## src/verilog/rv32i_pkg.sv

```systemverilog
package rv32i_pkg;

	typedef logic [31:0] rv32i_word;
	typedef logic [4:0] rv32i_reg;

	localparam rv32i_word RESET_PC = 32'h0000_0000;
	localparam int NUM_REGS = 32;

	typedef enum logic [6:0] {
		op_lui   = 7'b0110111,
		op_auipc = 7'b0010111,
		op_jal   = 7'b1101111,
		op_jalr  = 7'b1100111,
		op_br    = 7'b1100011,
		op_load  = 7'b0000011,
		op_store = 7'b0100011,
		op_imm   = 7'b0010011,
		op_reg   = 7'b0110011
	} rv32i_opcode;

	typedef enum logic [2:0] {
		beq  = 3'b000,
		bne  = 3'b001,
		blt  = 3'b100,
		bge  = 3'b101,
		bltu = 3'b110,
		bgeu = 3'b111
	} branch_funct3_t;

	typedef enum logic [2:0] {
		lb  = 3'b000,
		lh  = 3'b001,
		lw  = 3'b010,
		lbu = 3'b100,
		lhu = 3'b101
	} load_funct3_t;

	typedef enum logic [2:0] {sb = 3'b000, sh = 3'b001, sw = 3'b010} store_funct3_t;

	typedef enum logic [2:0] {add, sll, slt, sltu, axor, sr, aor, aand} arith_funct3_t;

	typedef enum logic [2:0] {
		alu_add, alu_sll, alu_sra, alu_sub, alu_xor, alu_srl, alu_or, alu_and
	} alu_ops;

	typedef enum logic {am1_rs1, am1_pc} alumux1_sel_t;
	typedef enum logic [2:0] {
		am2_i_imm, am2_u_imm, am2_b_imm, am2_s_imm, am2_j_imm, am2_rs2
	} alumux2_sel_t;
	typedef enum logic {cm_rs2, cm_i_imm} cmpmux_sel_t;
	typedef enum logic [2:0] {
		rfm_alu_out, rfm_br_en, rfm_u_imm, rfm_pc_plus4, rfm_mem_rdata
	} regfilemux_sel_t;

	typedef struct packed {
		alumux1_sel_t alumux1_sel;
		alumux2_sel_t alumux2_sel;
		cmpmux_sel_t cmpmux_sel;
		regfilemux_sel_t regfilemux_sel;
		alu_ops aluop;
		branch_funct3_t cmpop;
		logic load_regfile;
		logic mem_read;
		logic mem_write;
		logic is_branch;
		logic is_jump;
		logic [2:0] funct3;
		rv32i_reg src1;
		rv32i_reg src2;
		rv32i_reg dest;
		rv32i_word i_imm;
		rv32i_word s_imm;
		rv32i_word b_imm;
		rv32i_word u_imm;
		rv32i_word j_imm;
	} control_word_t;

	// one view per instruction format
	typedef struct packed {
		logic [6:0] funct7;
		rv32i_reg rs2;
		rv32i_reg rs1;
		logic [2:0] funct3;
		rv32i_reg rd;
		rv32i_opcode opcode;
	} r_fmt_t;

	typedef struct packed {
		logic [11:0] imm11_0;
		rv32i_reg rs1;
		logic [2:0] funct3;
		rv32i_reg rd;
		rv32i_opcode opcode;
	} i_fmt_t;

	typedef struct packed {
		logic [6:0] imm11_5;
		rv32i_reg rs2;
		rv32i_reg rs1;
		logic [2:0] funct3;
		logic [4:0] imm4_0;
		rv32i_opcode opcode;
	} s_fmt_t;

	typedef struct packed {
		logic imm12;
		logic [5:0] imm10_5;
		rv32i_reg rs2;
		rv32i_reg rs1;
		logic [2:0] funct3;
		logic [3:0] imm4_1;
		logic imm11;
		rv32i_opcode opcode;
	} b_fmt_t;

	typedef struct packed {
		logic [19:0] imm31_12;
		rv32i_reg rd;
		rv32i_opcode opcode;
	} u_fmt_t;

	typedef struct packed {
		logic imm20;
		logic [9:0] imm10_1;
		logic imm11;
		logic [7:0] imm19_12;
		rv32i_reg rd;
		rv32i_opcode opcode;
	} j_fmt_t;

	typedef union packed {
		r_fmt_t r;
		i_fmt_t i;
		s_fmt_t s;
		b_fmt_t b;
		u_fmt_t u;
		j_fmt_t j;
	} inst_u;

endpackage

```

## src/verilog/lsu_if.sv

```systemverilog
`timescale 1ns/1ns

interface lsu_if;
	import rv32i_pkg::*;

	logic req;
	logic write;
	logic [2:0] funct3; // load or store width
	rv32i_word addr;
	rv32i_word wdata;
	rv32i_word rdata; // already extended
	logic done;

	modport core (
		output req, write, funct3, addr, wdata,
		input rdata, done
	);

	modport lsu (
		input req, write, funct3, addr, wdata,
		output rdata, done
	);

endinterface

```

## src/verilog/control.sv

```systemverilog
`timescale 1ns/1ns

module control (
	input rv32i_pkg::rv32i_word i_inst,
	output rv32i_pkg::control_word_t o_cw
);
	import rv32i_pkg::*;

	inst_u inst;
	control_word_t cw;
	alumux2_sel_t op2_sel;
	cmpmux_sel_t cmp_sel;

	function automatic control_word_t load_rf(control_word_t c, regfilemux_sel_t sel);
		c.load_regfile = 1'b1;
		c.regfilemux_sel = sel;
		return c;
	endfunction

	function automatic control_word_t set_alu(control_word_t c, alumux1_sel_t sel1,
						alumux2_sel_t sel2, alu_ops op = alu_add);
		c.alumux1_sel = sel1;
		c.alumux2_sel = sel2;
		c.aluop = op;
		return c;
	endfunction

	function automatic control_word_t set_cmp(control_word_t c, cmpmux_sel_t sel,
						branch_funct3_t op);
		c.cmpmux_sel = sel;
		c.cmpop = op;
		return c;
	endfunction

	assign inst = i_inst;
	assign o_cw = cw;

	always_comb begin
		cw = '0;
		cw.funct3 = inst.r.funct3;
		cw.src1 = inst.r.rs1;
		cw.src2 = inst.r.rs2;
		cw.dest = inst.r.rd;
		cw.i_imm = {{20{inst.i.imm11_0[11]}}, inst.i.imm11_0};
		cw.s_imm = {{20{inst.s.imm11_5[6]}}, inst.s.imm11_5, inst.s.imm4_0};
		cw.b_imm = {{20{inst.b.imm12}}, inst.b.imm11, inst.b.imm10_5, inst.b.imm4_1, 1'b0};
		cw.u_imm = {inst.u.imm31_12, 12'h000};
		cw.j_imm = {{12{inst.j.imm20}}, inst.j.imm19_12, inst.j.imm11, inst.j.imm10_1, 1'b0};

		if (inst.r.opcode == op_reg) begin // second operand for arith
			op2_sel = am2_rs2;
			cmp_sel = cm_rs2;
		end else begin
			op2_sel = am2_i_imm;
			cmp_sel = cm_i_imm;
		end

		case (inst.r.opcode)
			op_lui: cw = load_rf(cw, rfm_u_imm);
			op_auipc: begin
				cw = load_rf(cw, rfm_alu_out);
				cw = set_alu(cw, am1_pc, am2_u_imm);
			end
			op_jal: begin
				cw = load_rf(cw, rfm_pc_plus4);
				cw = set_alu(cw, am1_pc, am2_j_imm);
				cw.is_jump = 1'b1;
			end
			op_jalr: begin
				cw = load_rf(cw, rfm_pc_plus4);
				cw = set_alu(cw, am1_rs1, am2_i_imm);
				cw.is_jump = 1'b1;
			end
			op_br: begin
				cw = set_alu(cw, am1_pc, am2_b_imm); // branch target
				cw = set_cmp(cw, cm_rs2, branch_funct3_t'(inst.b.funct3));
				cw.is_branch = 1'b1;
			end
			op_load: begin
				cw = load_rf(cw, rfm_mem_rdata);
				cw = set_alu(cw, am1_rs1, am2_i_imm);
				cw.mem_read = 1'b1;
			end
			op_store: begin
				cw = set_alu(cw, am1_rs1, am2_s_imm);
				cw.mem_write = 1'b1;
			end
			op_imm, op_reg: begin
				cw = load_rf(cw, rfm_alu_out);
				case (arith_funct3_t'(inst.r.funct3))
					add: begin
						if (inst.r.opcode == op_reg && inst.r.funct7[5])
							cw = set_alu(cw, am1_rs1, op2_sel, alu_sub);
						else
							cw = set_alu(cw, am1_rs1, op2_sel, alu_add);
					end
					sll: cw = set_alu(cw, am1_rs1, op2_sel, alu_sll);
					slt: begin
						cw = load_rf(cw, rfm_br_en);
						cw = set_cmp(cw, cmp_sel, blt);
					end
					sltu: begin
						cw = load_rf(cw, rfm_br_en);
						cw = set_cmp(cw, cmp_sel, bltu);
					end
					axor: cw = set_alu(cw, am1_rs1, op2_sel, alu_xor);
					sr: begin
						if (inst.r.funct7[5]) // srai shares this bit
							cw = set_alu(cw, am1_rs1, op2_sel, alu_sra);
						else
							cw = set_alu(cw, am1_rs1, op2_sel, alu_srl);
					end
					aor: cw = set_alu(cw, am1_rs1, op2_sel, alu_or);
					aand: cw = set_alu(cw, am1_rs1, op2_sel, alu_and);
					default: ;
				endcase
			end
			default: ; // unknown opcode retires as a no-op
		endcase
	end

endmodule

```

## src/verilog/regfile.sv

```systemverilog
`timescale 1ns/1ns

module regfile (
	input logic clk,
	input logic i_rst_n,
	input logic i_we,
	input rv32i_pkg::rv32i_reg i_rs1,
	input rv32i_pkg::rv32i_reg i_rs2,
	input rv32i_pkg::rv32i_reg i_rd,
	input rv32i_pkg::rv32i_word i_wdata,
	output rv32i_pkg::rv32i_word o_rs1_data,
	output rv32i_pkg::rv32i_word o_rs2_data
);
	import rv32i_pkg::*;

	rv32i_word regs [NUM_REGS];

	always_ff @(posedge clk or negedge i_rst_n) begin
		if (!i_rst_n) begin
			for (int i = 0; i < NUM_REGS; i++) begin
				regs[i] <= '0;
			end
		end else if (i_we && i_rd != '0) begin // x0 stays zero
			regs[i_rd] <= i_wdata;
		end
	end

	assign o_rs1_data = regs[i_rs1];
	assign o_rs2_data = regs[i_rs2];

endmodule

```

## src/verilog/exec_unit.sv

```systemverilog
`timescale 1ns/1ns

module exec_unit (
	input rv32i_pkg::control_word_t i_cw,
	input rv32i_pkg::rv32i_word i_pc,
	input rv32i_pkg::rv32i_word i_rs1_data,
	input rv32i_pkg::rv32i_word i_rs2_data,
	output rv32i_pkg::rv32i_word o_alu_out,
	output logic o_br_en
);
	import rv32i_pkg::*;

	rv32i_word alu_a;
	rv32i_word alu_b;
	rv32i_word cmp_b;

	assign alu_a = (i_cw.alumux1_sel == am1_pc) ? i_pc : i_rs1_data;
	assign cmp_b = (i_cw.cmpmux_sel == cm_i_imm) ? i_cw.i_imm : i_rs2_data;

	always_comb begin
		case (i_cw.alumux2_sel)
			am2_u_imm: alu_b = i_cw.u_imm;
			am2_b_imm: alu_b = i_cw.b_imm;
			am2_s_imm: alu_b = i_cw.s_imm;
			am2_j_imm: alu_b = i_cw.j_imm;
			am2_rs2: alu_b = i_rs2_data;
			default: alu_b = i_cw.i_imm;
		endcase
	end

	always_comb begin
		case (i_cw.aluop)
			alu_add: o_alu_out = alu_a + alu_b;
			alu_sll: o_alu_out = alu_a << alu_b[4:0];
			alu_sra: o_alu_out = $unsigned($signed(alu_a) >>> alu_b[4:0]);
			alu_sub: o_alu_out = alu_a - alu_b;
			alu_xor: o_alu_out = alu_a ^ alu_b;
			alu_srl: o_alu_out = alu_a >> alu_b[4:0];
			alu_or: o_alu_out = alu_a | alu_b;
			default: o_alu_out = alu_a & alu_b;
		endcase
	end

	always_comb begin
		case (i_cw.cmpop)
			beq: o_br_en = (i_rs1_data == cmp_b);
			bne: o_br_en = (i_rs1_data != cmp_b);
			blt: o_br_en = ($signed(i_rs1_data) < $signed(cmp_b));
			bge: o_br_en = ($signed(i_rs1_data) >= $signed(cmp_b));
			bltu: o_br_en = (i_rs1_data < cmp_b);
			bgeu: o_br_en = (i_rs1_data >= cmp_b);
			default: o_br_en = 1'b0;
		endcase
	end

endmodule

```

## src/verilog/lsu_apb.sv

```systemverilog
`timescale 1ns/1ns

module lsu_apb (
	input logic clk,
	input logic i_rst_n,
	lsu_if.lsu lsu,
	output rv32i_pkg::rv32i_word o_paddr,
	output logic o_psel,
	output logic o_penable,
	output logic o_pwrite,
	output rv32i_pkg::rv32i_word o_pwdata,
	output logic [3:0] o_pstrb,
	input rv32i_pkg::rv32i_word i_prdata,
	input logic i_pready
);
	import rv32i_pkg::*;

	typedef enum logic [1:0] {st_idle, st_setup, st_access} state_t;

	state_t state;
	state_t state_nxt;
	rv32i_word wdata_lanes;
	logic [3:0] strb_lanes;
	rv32i_word rdata_shift;
	logic start;

	assign start = (state == st_idle) && lsu.req;

	always_comb begin
		state_nxt = state;
		case (state)
			st_idle: if (lsu.req) state_nxt = st_setup;
			st_setup: state_nxt = st_access;
			st_access: if (i_pready) state_nxt = st_idle;
			default: state_nxt = st_idle;
		endcase
	end

	always_ff @(posedge clk or negedge i_rst_n) begin
		if (!i_rst_n) begin
			state <= st_idle;
			o_pwrite <= 1'b0;
			o_pstrb <= 4'b0000;
		end else begin
			state <= state_nxt;
			if (start) begin
				o_pwrite <= lsu.write;
				o_pstrb <= lsu.write ? strb_lanes : 4'b0000; // no strobes on reads
			end
		end
	end

	always_ff @(posedge clk) begin
		if (start) begin
			o_paddr <= {lsu.addr[31:2], 2'b00};
			o_pwdata <= wdata_lanes;
		end
	end

	// replicate narrow store data on every lane
	always_comb begin
		case (store_funct3_t'(lsu.funct3))
			sb: begin
				wdata_lanes = {4{lsu.wdata[7:0]}};
				strb_lanes = 4'b0001 << lsu.addr[1:0];
			end
			sh: begin
				wdata_lanes = {2{lsu.wdata[15:0]}};
				strb_lanes = lsu.addr[1] ? 4'b1100 : 4'b0011;
			end
			default: begin
				wdata_lanes = lsu.wdata;
				strb_lanes = 4'b1111;
			end
		endcase
	end

	assign rdata_shift = i_prdata >> {lsu.addr[1:0], 3'b000};

	always_comb begin
		case (load_funct3_t'(lsu.funct3))
			lb: lsu.rdata = {{24{rdata_shift[7]}}, rdata_shift[7:0]};
			lh: lsu.rdata = {{16{rdata_shift[15]}}, rdata_shift[15:0]};
			lbu: lsu.rdata = {24'h000000, rdata_shift[7:0]};
			lhu: lsu.rdata = {16'h0000, rdata_shift[15:0]};
			default: lsu.rdata = i_prdata;
		endcase
	end

	assign lsu.done = (state == st_access) && i_pready;
	assign o_psel = (state != st_idle);
	assign o_penable = (state == st_access);

endmodule

```

## src/verilog/rv32i_datapath.sv

```systemverilog
`timescale 1ns/1ns

module rv32i_datapath (
	input logic clk,
	input logic i_rst_n,
	input rv32i_pkg::control_word_t i_cw,
	output rv32i_pkg::rv32i_word o_imem_addr,
	input rv32i_pkg::rv32i_word i_imem_rdata,
	output rv32i_pkg::rv32i_word o_inst,
	lsu_if.core lsu
);
	import rv32i_pkg::*;

	rv32i_word pc;
	rv32i_word pc_plus4;
	rv32i_word next_pc;
	rv32i_word rs1_data;
	rv32i_word rs2_data;
	rv32i_word alu_out;
	rv32i_word rf_wdata;
	logic br_en;
	logic is_mem;
	logic retire;

	regfile regfile_i (
		.clk(clk),
		.i_rst_n(i_rst_n),
		.i_we(i_cw.load_regfile && retire),
		.i_rs1(i_cw.src1),
		.i_rs2(i_cw.src2),
		.i_rd(i_cw.dest),
		.i_wdata(rf_wdata),
		.o_rs1_data(rs1_data),
		.o_rs2_data(rs2_data)
	);

	exec_unit exec_unit_i (
		.i_cw(i_cw),
		.i_pc(pc),
		.i_rs1_data(rs1_data),
		.i_rs2_data(rs2_data),
		.o_alu_out(alu_out),
		.o_br_en(br_en)
	);

	assign o_imem_addr = pc;
	assign o_inst = i_imem_rdata;
	assign pc_plus4 = pc + 32'd4;

	// memory ops hold here until the lsu reports done
	assign is_mem = i_cw.mem_read || i_cw.mem_write;
	assign retire = !is_mem || lsu.done;

	assign lsu.req = is_mem;
	assign lsu.write = i_cw.mem_write;
	assign lsu.funct3 = i_cw.funct3;
	assign lsu.addr = alu_out;
	assign lsu.wdata = rs2_data;

	always_comb begin
		if (i_cw.is_jump && i_cw.alumux1_sel == am1_pc)
			next_pc = alu_out; // jal
		else if (i_cw.is_jump)
			next_pc = {alu_out[31:1], 1'b0}; // jalr
		else if (i_cw.is_branch && br_en)
			next_pc = alu_out;
		else
			next_pc = pc_plus4;
	end

	always_ff @(posedge clk or negedge i_rst_n) begin
		if (!i_rst_n)
			pc <= RESET_PC;
		else if (retire)
			pc <= next_pc;
	end

	always_comb begin
		case (i_cw.regfilemux_sel)
			rfm_br_en: rf_wdata = {31'b0, br_en}; // slt and sltu
			rfm_u_imm: rf_wdata = i_cw.u_imm;
			rfm_pc_plus4: rf_wdata = pc_plus4;
			rfm_mem_rdata: rf_wdata = lsu.rdata;
			default: rf_wdata = alu_out;
		endcase
	end

endmodule

```

## src/verilog/rv32i_top.sv

```systemverilog
`timescale 1ns/1ns

module rv32i_top (
	input logic clk,
	input logic i_rst_n,
	output rv32i_pkg::rv32i_word o_imem_addr,
	input rv32i_pkg::rv32i_word i_imem_rdata,
	output rv32i_pkg::rv32i_word o_paddr,
	output logic o_psel,
	output logic o_penable,
	output logic o_pwrite,
	output rv32i_pkg::rv32i_word o_pwdata,
	output logic [3:0] o_pstrb,
	input rv32i_pkg::rv32i_word i_prdata,
	input logic i_pready
);
	import rv32i_pkg::*;

	control_word_t cw;
	rv32i_word inst;

	lsu_if lsu_bus ();

	control control_i (
		.i_inst(inst),
		.o_cw(cw)
	);

	rv32i_datapath rv32i_datapath_i (
		.clk(clk),
		.i_rst_n(i_rst_n),
		.i_cw(cw),
		.o_imem_addr(o_imem_addr),
		.i_imem_rdata(i_imem_rdata),
		.o_inst(inst),
		.lsu(lsu_bus.core)
	);

	lsu_apb lsu_apb_i (
		.clk(clk),
		.i_rst_n(i_rst_n),
		.lsu(lsu_bus.lsu),
		.o_paddr(o_paddr),
		.o_psel(o_psel),
		.o_penable(o_penable),
		.o_pwrite(o_pwrite),
		.o_pwdata(o_pwdata),
		.o_pstrb(o_pstrb),
		.i_prdata(i_prdata),
		.i_pready(i_pready)
	);

endmodule

```

## config.mk

```make
export PLATFORM = sky130hd
export DESIGN_NAME = rv32i_top
export DESIGN_NICKNAME = d
export VERILOG_FILES = /design/src/verilog/rv32i_pkg.sv /design/src/verilog/lsu_if.sv /design/src/verilog/control.sv /design/src/verilog/regfile.sv /design/src/verilog/exec_unit.sv /design/src/verilog/lsu_apb.sv /design/src/verilog/rv32i_datapath.sv /design/src/verilog/rv32i_top.sv
export SDC_FILE = /design/constraint.sdc
export NUM_CORES = 2
export LEC_CHECK = 0
export BUFFER_PORTS_ARGS = -buffer_cell sky130_fd_sc_hd__buf_2
export CAP_MARGIN = 5
export CORE_MARGIN = 2
export CORE_UTILIZATION = 50
export DETAILED_ROUTE_END_ITERATION = 10
export PLACE_DENSITY = 0.77
export SLEW_MARGIN = 10
export SYNTH_ARGS = -nofsm -noshare
export SYNTH_HDL_FRONTEND = slang
export SYNTH_HIERARCHICAL = 1
export SYNTH_SLANG_ARGS = --single-unit
```

## constraint.sdc

```tcl
create_clock -name clk -period 7.36 [get_ports clk]
set_input_delay 0.368 -clock clk [delete_from_list [all_inputs] [get_ports clk]]
set_output_delay 0.368 -clock clk [all_outputs]
set_load 0.05 [all_outputs]
```

==> reports/metrics.cfg <==
[status]
status = finished, final reports clean

[power]
power_frac_comb_pct = 30.9
power.leakage_nw = 40.4
internal_power_mw = 12.6
p_per_area_nw_per_um2 = 234
sequentialPowerShare_pct = 37.0
vdd_drop_max_uv = 232
switchingPower_mw = 7.24
sw_ratio_pct = 36.6
pwr-share-clk_pct = 32.1

[detailed_routing]
drt_first_iter_violations = 9050
antenna_left = 0
wirelength_mm = 296
vias = 65363
drt_drc_violations_left = 0
dr.pass1.iters = 8
route.detailed.vias_per_inst = 6.92
route.detailed.wl_per_inst_um = 31.3

[cts]
worstSkewPairLatency_ns = 0.80
clk_pin_slew_worst_setup_hold_paths_ns = 0.07
post_cts.repair.setup_buffers = 0
tritoncts_clock_tree = yes
cts_sinks = 1125
deepest_level_of_the_cts_h_tree = 3
clock_path_buffers = 3
ctsRootBufferMaster = sky130_fd_sc_hd__clkbuf_16
numCtsBuffers = 119

[worst_setup_path]
reg2reg_from = rv32i_datapath_i/regfile_i/regs[800]$_DFFE_PN0P_
worstPathRequired_ns = 8.00
timing.critical_path.fanout_max = 41
timing_worst_setup_path_type = reg2reg
slowest_cell_on_crit_path = sky130_fd_sc_hd__a21oi_1
r2r_setup_slack_ns = 0.20
slowest_delay_ns = 0.48
worstSetupEndpointType = flip-flop
worst-r2r-cell-count = 28
crit-reg2reg-capture = rv32i_datapath_i/regfile_i/regs[349]$_DFFE_PN0P_
startpoint_class_of_the_critical_path = flip-flop
data_arrival_time_of_the_critical_path_ns = 7.80

[yosys]
synth.ff_latch_count = 1125
synthesis.instances = 7370
netlist-cell-type-count = 114
ys.flop_type = sky130_fd_sc_hd__dfrtp_1
async_flop_share_pct = 94.5
post_synth.cell_area_avg_um2 = 10.4
synth_sequential_area_ratio_pct = 37.2
synth_area_um2 = 76600
synth_edf_count = 62
synthesis.yosys.warnings = 6

[timing]
finalMaxSlewViolations = 0
final_cycle_share_pct = 97.3
f_max_ghz = 0.140
finalClockSkew_ns = 0.0979
grt_setup_unrepaired = false
worst-slew-pin-transition_ns = 1.32
fin_hold_ws_ns = 0.127
timing.final.hold_violations = 0
finalSetupViolations = 0
relSlewSlack_pct = 11.2
setup_tns_ns = 0
final_period_minus_worst_setup_slack_ns = 7.16

[global_route]
grt_pass1_vias = 63612
grt_overflow = 0
antenna_found_initial = 15
groute.usage.overall_pct = 36.6
grt_start_max_net_pins = 187
grt_first_pass_wirelength_mm = 429

[floorplanning]
starting_density_of_the_core_pct = 50.4
core.rowCount = 143
ios = 170
die_area_um2 = 156000
die_w_um = 395
core_area_um2 = 152000
dieHeight_um = 395

[cells_and_area]
num-fill-cells = 12634
final_common_cell = sky130_fd_sc_hd__mux2i_1
multi_input_gate_area_um2 = 43100
final_nets = 7511
final_util_pct = 55.7
proportion_of_layout_cells_with_a_drive_suffix_above_1_pct = 27.7
synthToLayoutAreaGrowth_pct = 10.6
ff_latch_area_um2 = 28500
mostFrequentLayoutCells = sky130_fd_sc_hd__mux2i_1 (1178), sky130_fd_sc_hd__dfrtp_1 (1063), sky130_fd_sc_hd__mux2_2 (985)

[place]
portBuffers = 167
gpl.final_weighted_congestion = 1.09
detailed_place_hpwl_mm = 195

[hold_path]
worstHoldStart = i_imem_rdata[12]
hold_class = in2reg
timing.hold.worst_endpoint = lsu_apb_i/o_pstrb[3]$_DFFE_PN0P_
holdPathStages = 4

[run]
maxCapViolations = 0

==> layer usage <==
metal  vias to the layer above  share of wire, %  track usage, %
li1                      26913                 -               -
met1                     32425                37            47.3
met2                      4794                42            53.2
met3                      1221                12            9.71
met4                        10               8.2            25.7
met5                         -             0.021               0
==> how the worst max path moves through the flow <==
stage	end	depth (start not counted)	slack [ns]	startpoint
CTS	rv32i_datapath_i/regfile_i/regs[27]$_DFFE_PN0P_	28	0.46	rv32i_datapath_i/regfile_i/regs[800]$_DFFE_PN0P_
detailed placement	rv32i_datapath_i/regfile_i/regs[574]$_DFFE_PN0P_	32	-0.09	i_imem_rdata[21]
finish	rv32i_datapath_i/regfile_i/regs[349]$_DFFE_PN0P_	28	0.20	rv32i_datapath_i/regfile_i/regs[800]$_DFFE_PN0P_
global route	rv32i_datapath_i/regfile_i/regs[888]$_DFFE_PN0P_	32	0.04	rv32i_datapath_i/regfile_i/regs[934]$_DFFE_PN0P_
global placement	rv32i_datapath_i/regfile_i/regs[638]$_DFFE_PN0P_	31	-0.04	i_imem_rdata[21]
floorplan	rv32i_datapath_i/regfile_i/regs[127]$_DFFE_PN0P_	38	0.002	i_imem_rdata[21]
==> power by group through the flow <==
| stage | registers, mW | clock network [mW] | logic, mW |
|---|---|---|---|
| after floorplan | 7.46 | 0 | 3.25 |
| after global placement | 7.34 | 0 | 5.73 |
| after detailed placement | 7.39 | 0 | 5.82 |
| after CTS | 7.28 | 6.38 | 5.86 |
| after global routing | 7.36 | 6.67 | 6.34 |
| final | 7.32 | 6.36 | 6.11 |
==> kinds of logic (layout without fill, tap and decap cells) <==
group	count (synthesis)	count (layout)	synth area share, %
AND/OR/NAND/NOR	1247	1247	7.91
AO/OA/AOI/OAI	1564	1564	13.8
buffers and inverters	1005	1032	7.16
other	2	21	0.00981
flip-flops	1125	1125	37.2
multiplexers	2219	2219	30.9
adder cells (fa/ha/maj)	131	131	2.15
XOR/XNOR	77	77	0.899
==> cell type report <==
| class | count | area share (%) |
|---|---|---|
| Multi-Input combinational cell | 5254 | 50.9 |
| Sequential cell | 1125 | 33.6 |
| Timing Repair Buffer | 689 | 7.06 |
| Clock buffer | 164 | 4.02 |
| Tap cell | 2030 | 3.00 |
| Clock inverter | 55 | 0.872 |
| Inverter | 124 | 0.550 |
| Antenna cell | 5 | 0.0148 |
==> critical path: cells and delay by family, from the launching register on <==
family          cells  cell delay [ns]
flops               1             0.39
mux                 3             0.66
simple gates        4             0.56
buf+inv             7             1.52
compound gates     14             3.77
==> registers in the layout, indices dropped and copies added (netlist names) <==
name / flops
rv32i_datapath_i/regfile_i/regs: 1024
lsu_apb_i/o_pwdata: 32
rv32i_datapath_i/o_imem_addr: 32
lsu_apb_i/o_paddr: 30
lsu_apb_i/o_pstrb: 4
lsu_apb_i/state: 2
lsu_apb_i/o_pwrite: 1
==> what timing repair did <==
item                                    CTS  global route
hold endpoints to repair                100             0
resized for setup                         0             2
hold buffers                              2             0
endpoints found under the setup margin    0            33
==> metrics by stage <==
step	total power, mW	worst slack [ns]	instances	area [um^2]
2_1_floorplan	10.7	0.00231	7384	76600
3_3_place_gp	13.1	-0.0389	9220	80500
3_5_place_dp	13.2	-0.0855	9220	80500
4_1_cts	19.5	0.460	9441	84700
5_1_grt	20.4	0.0414	9442	84700
6_report	19.8	0.202	9446	84700
==> synthesized netlist by cell type, drive strengths merged (16+ instances only) <==
cell	number	area, um^2
mux2i	1178	11800
nand2	444	1670
inv	117	439
o22ai	51	325
o21a	24	180
dfrtp	1063	26600
and3	17	108
nor2b	29	181
nand4	22	153
nand3	260	1330
a21o	50	375
o221ai	37	324
o211ai	36	284
a22o	148	1300
xnor2	58	508
a211oi	65	488
nand3b	21	158
nor3	126	636
a311oi	16	140
clkbuf	322	1240
mux2	1025	11500
and2	19	119
edfxtp	62	1860
a31oi	111	694
buf	559	3780
o21ai	199	1000
or2	18	113
xor2	18	158
a22oi	214	1610
mux4	16	360
ha	130	1630
nand2b	34	220
a21oi	439	2220
nor2	206	896
(Power assumes the default switching activity.)
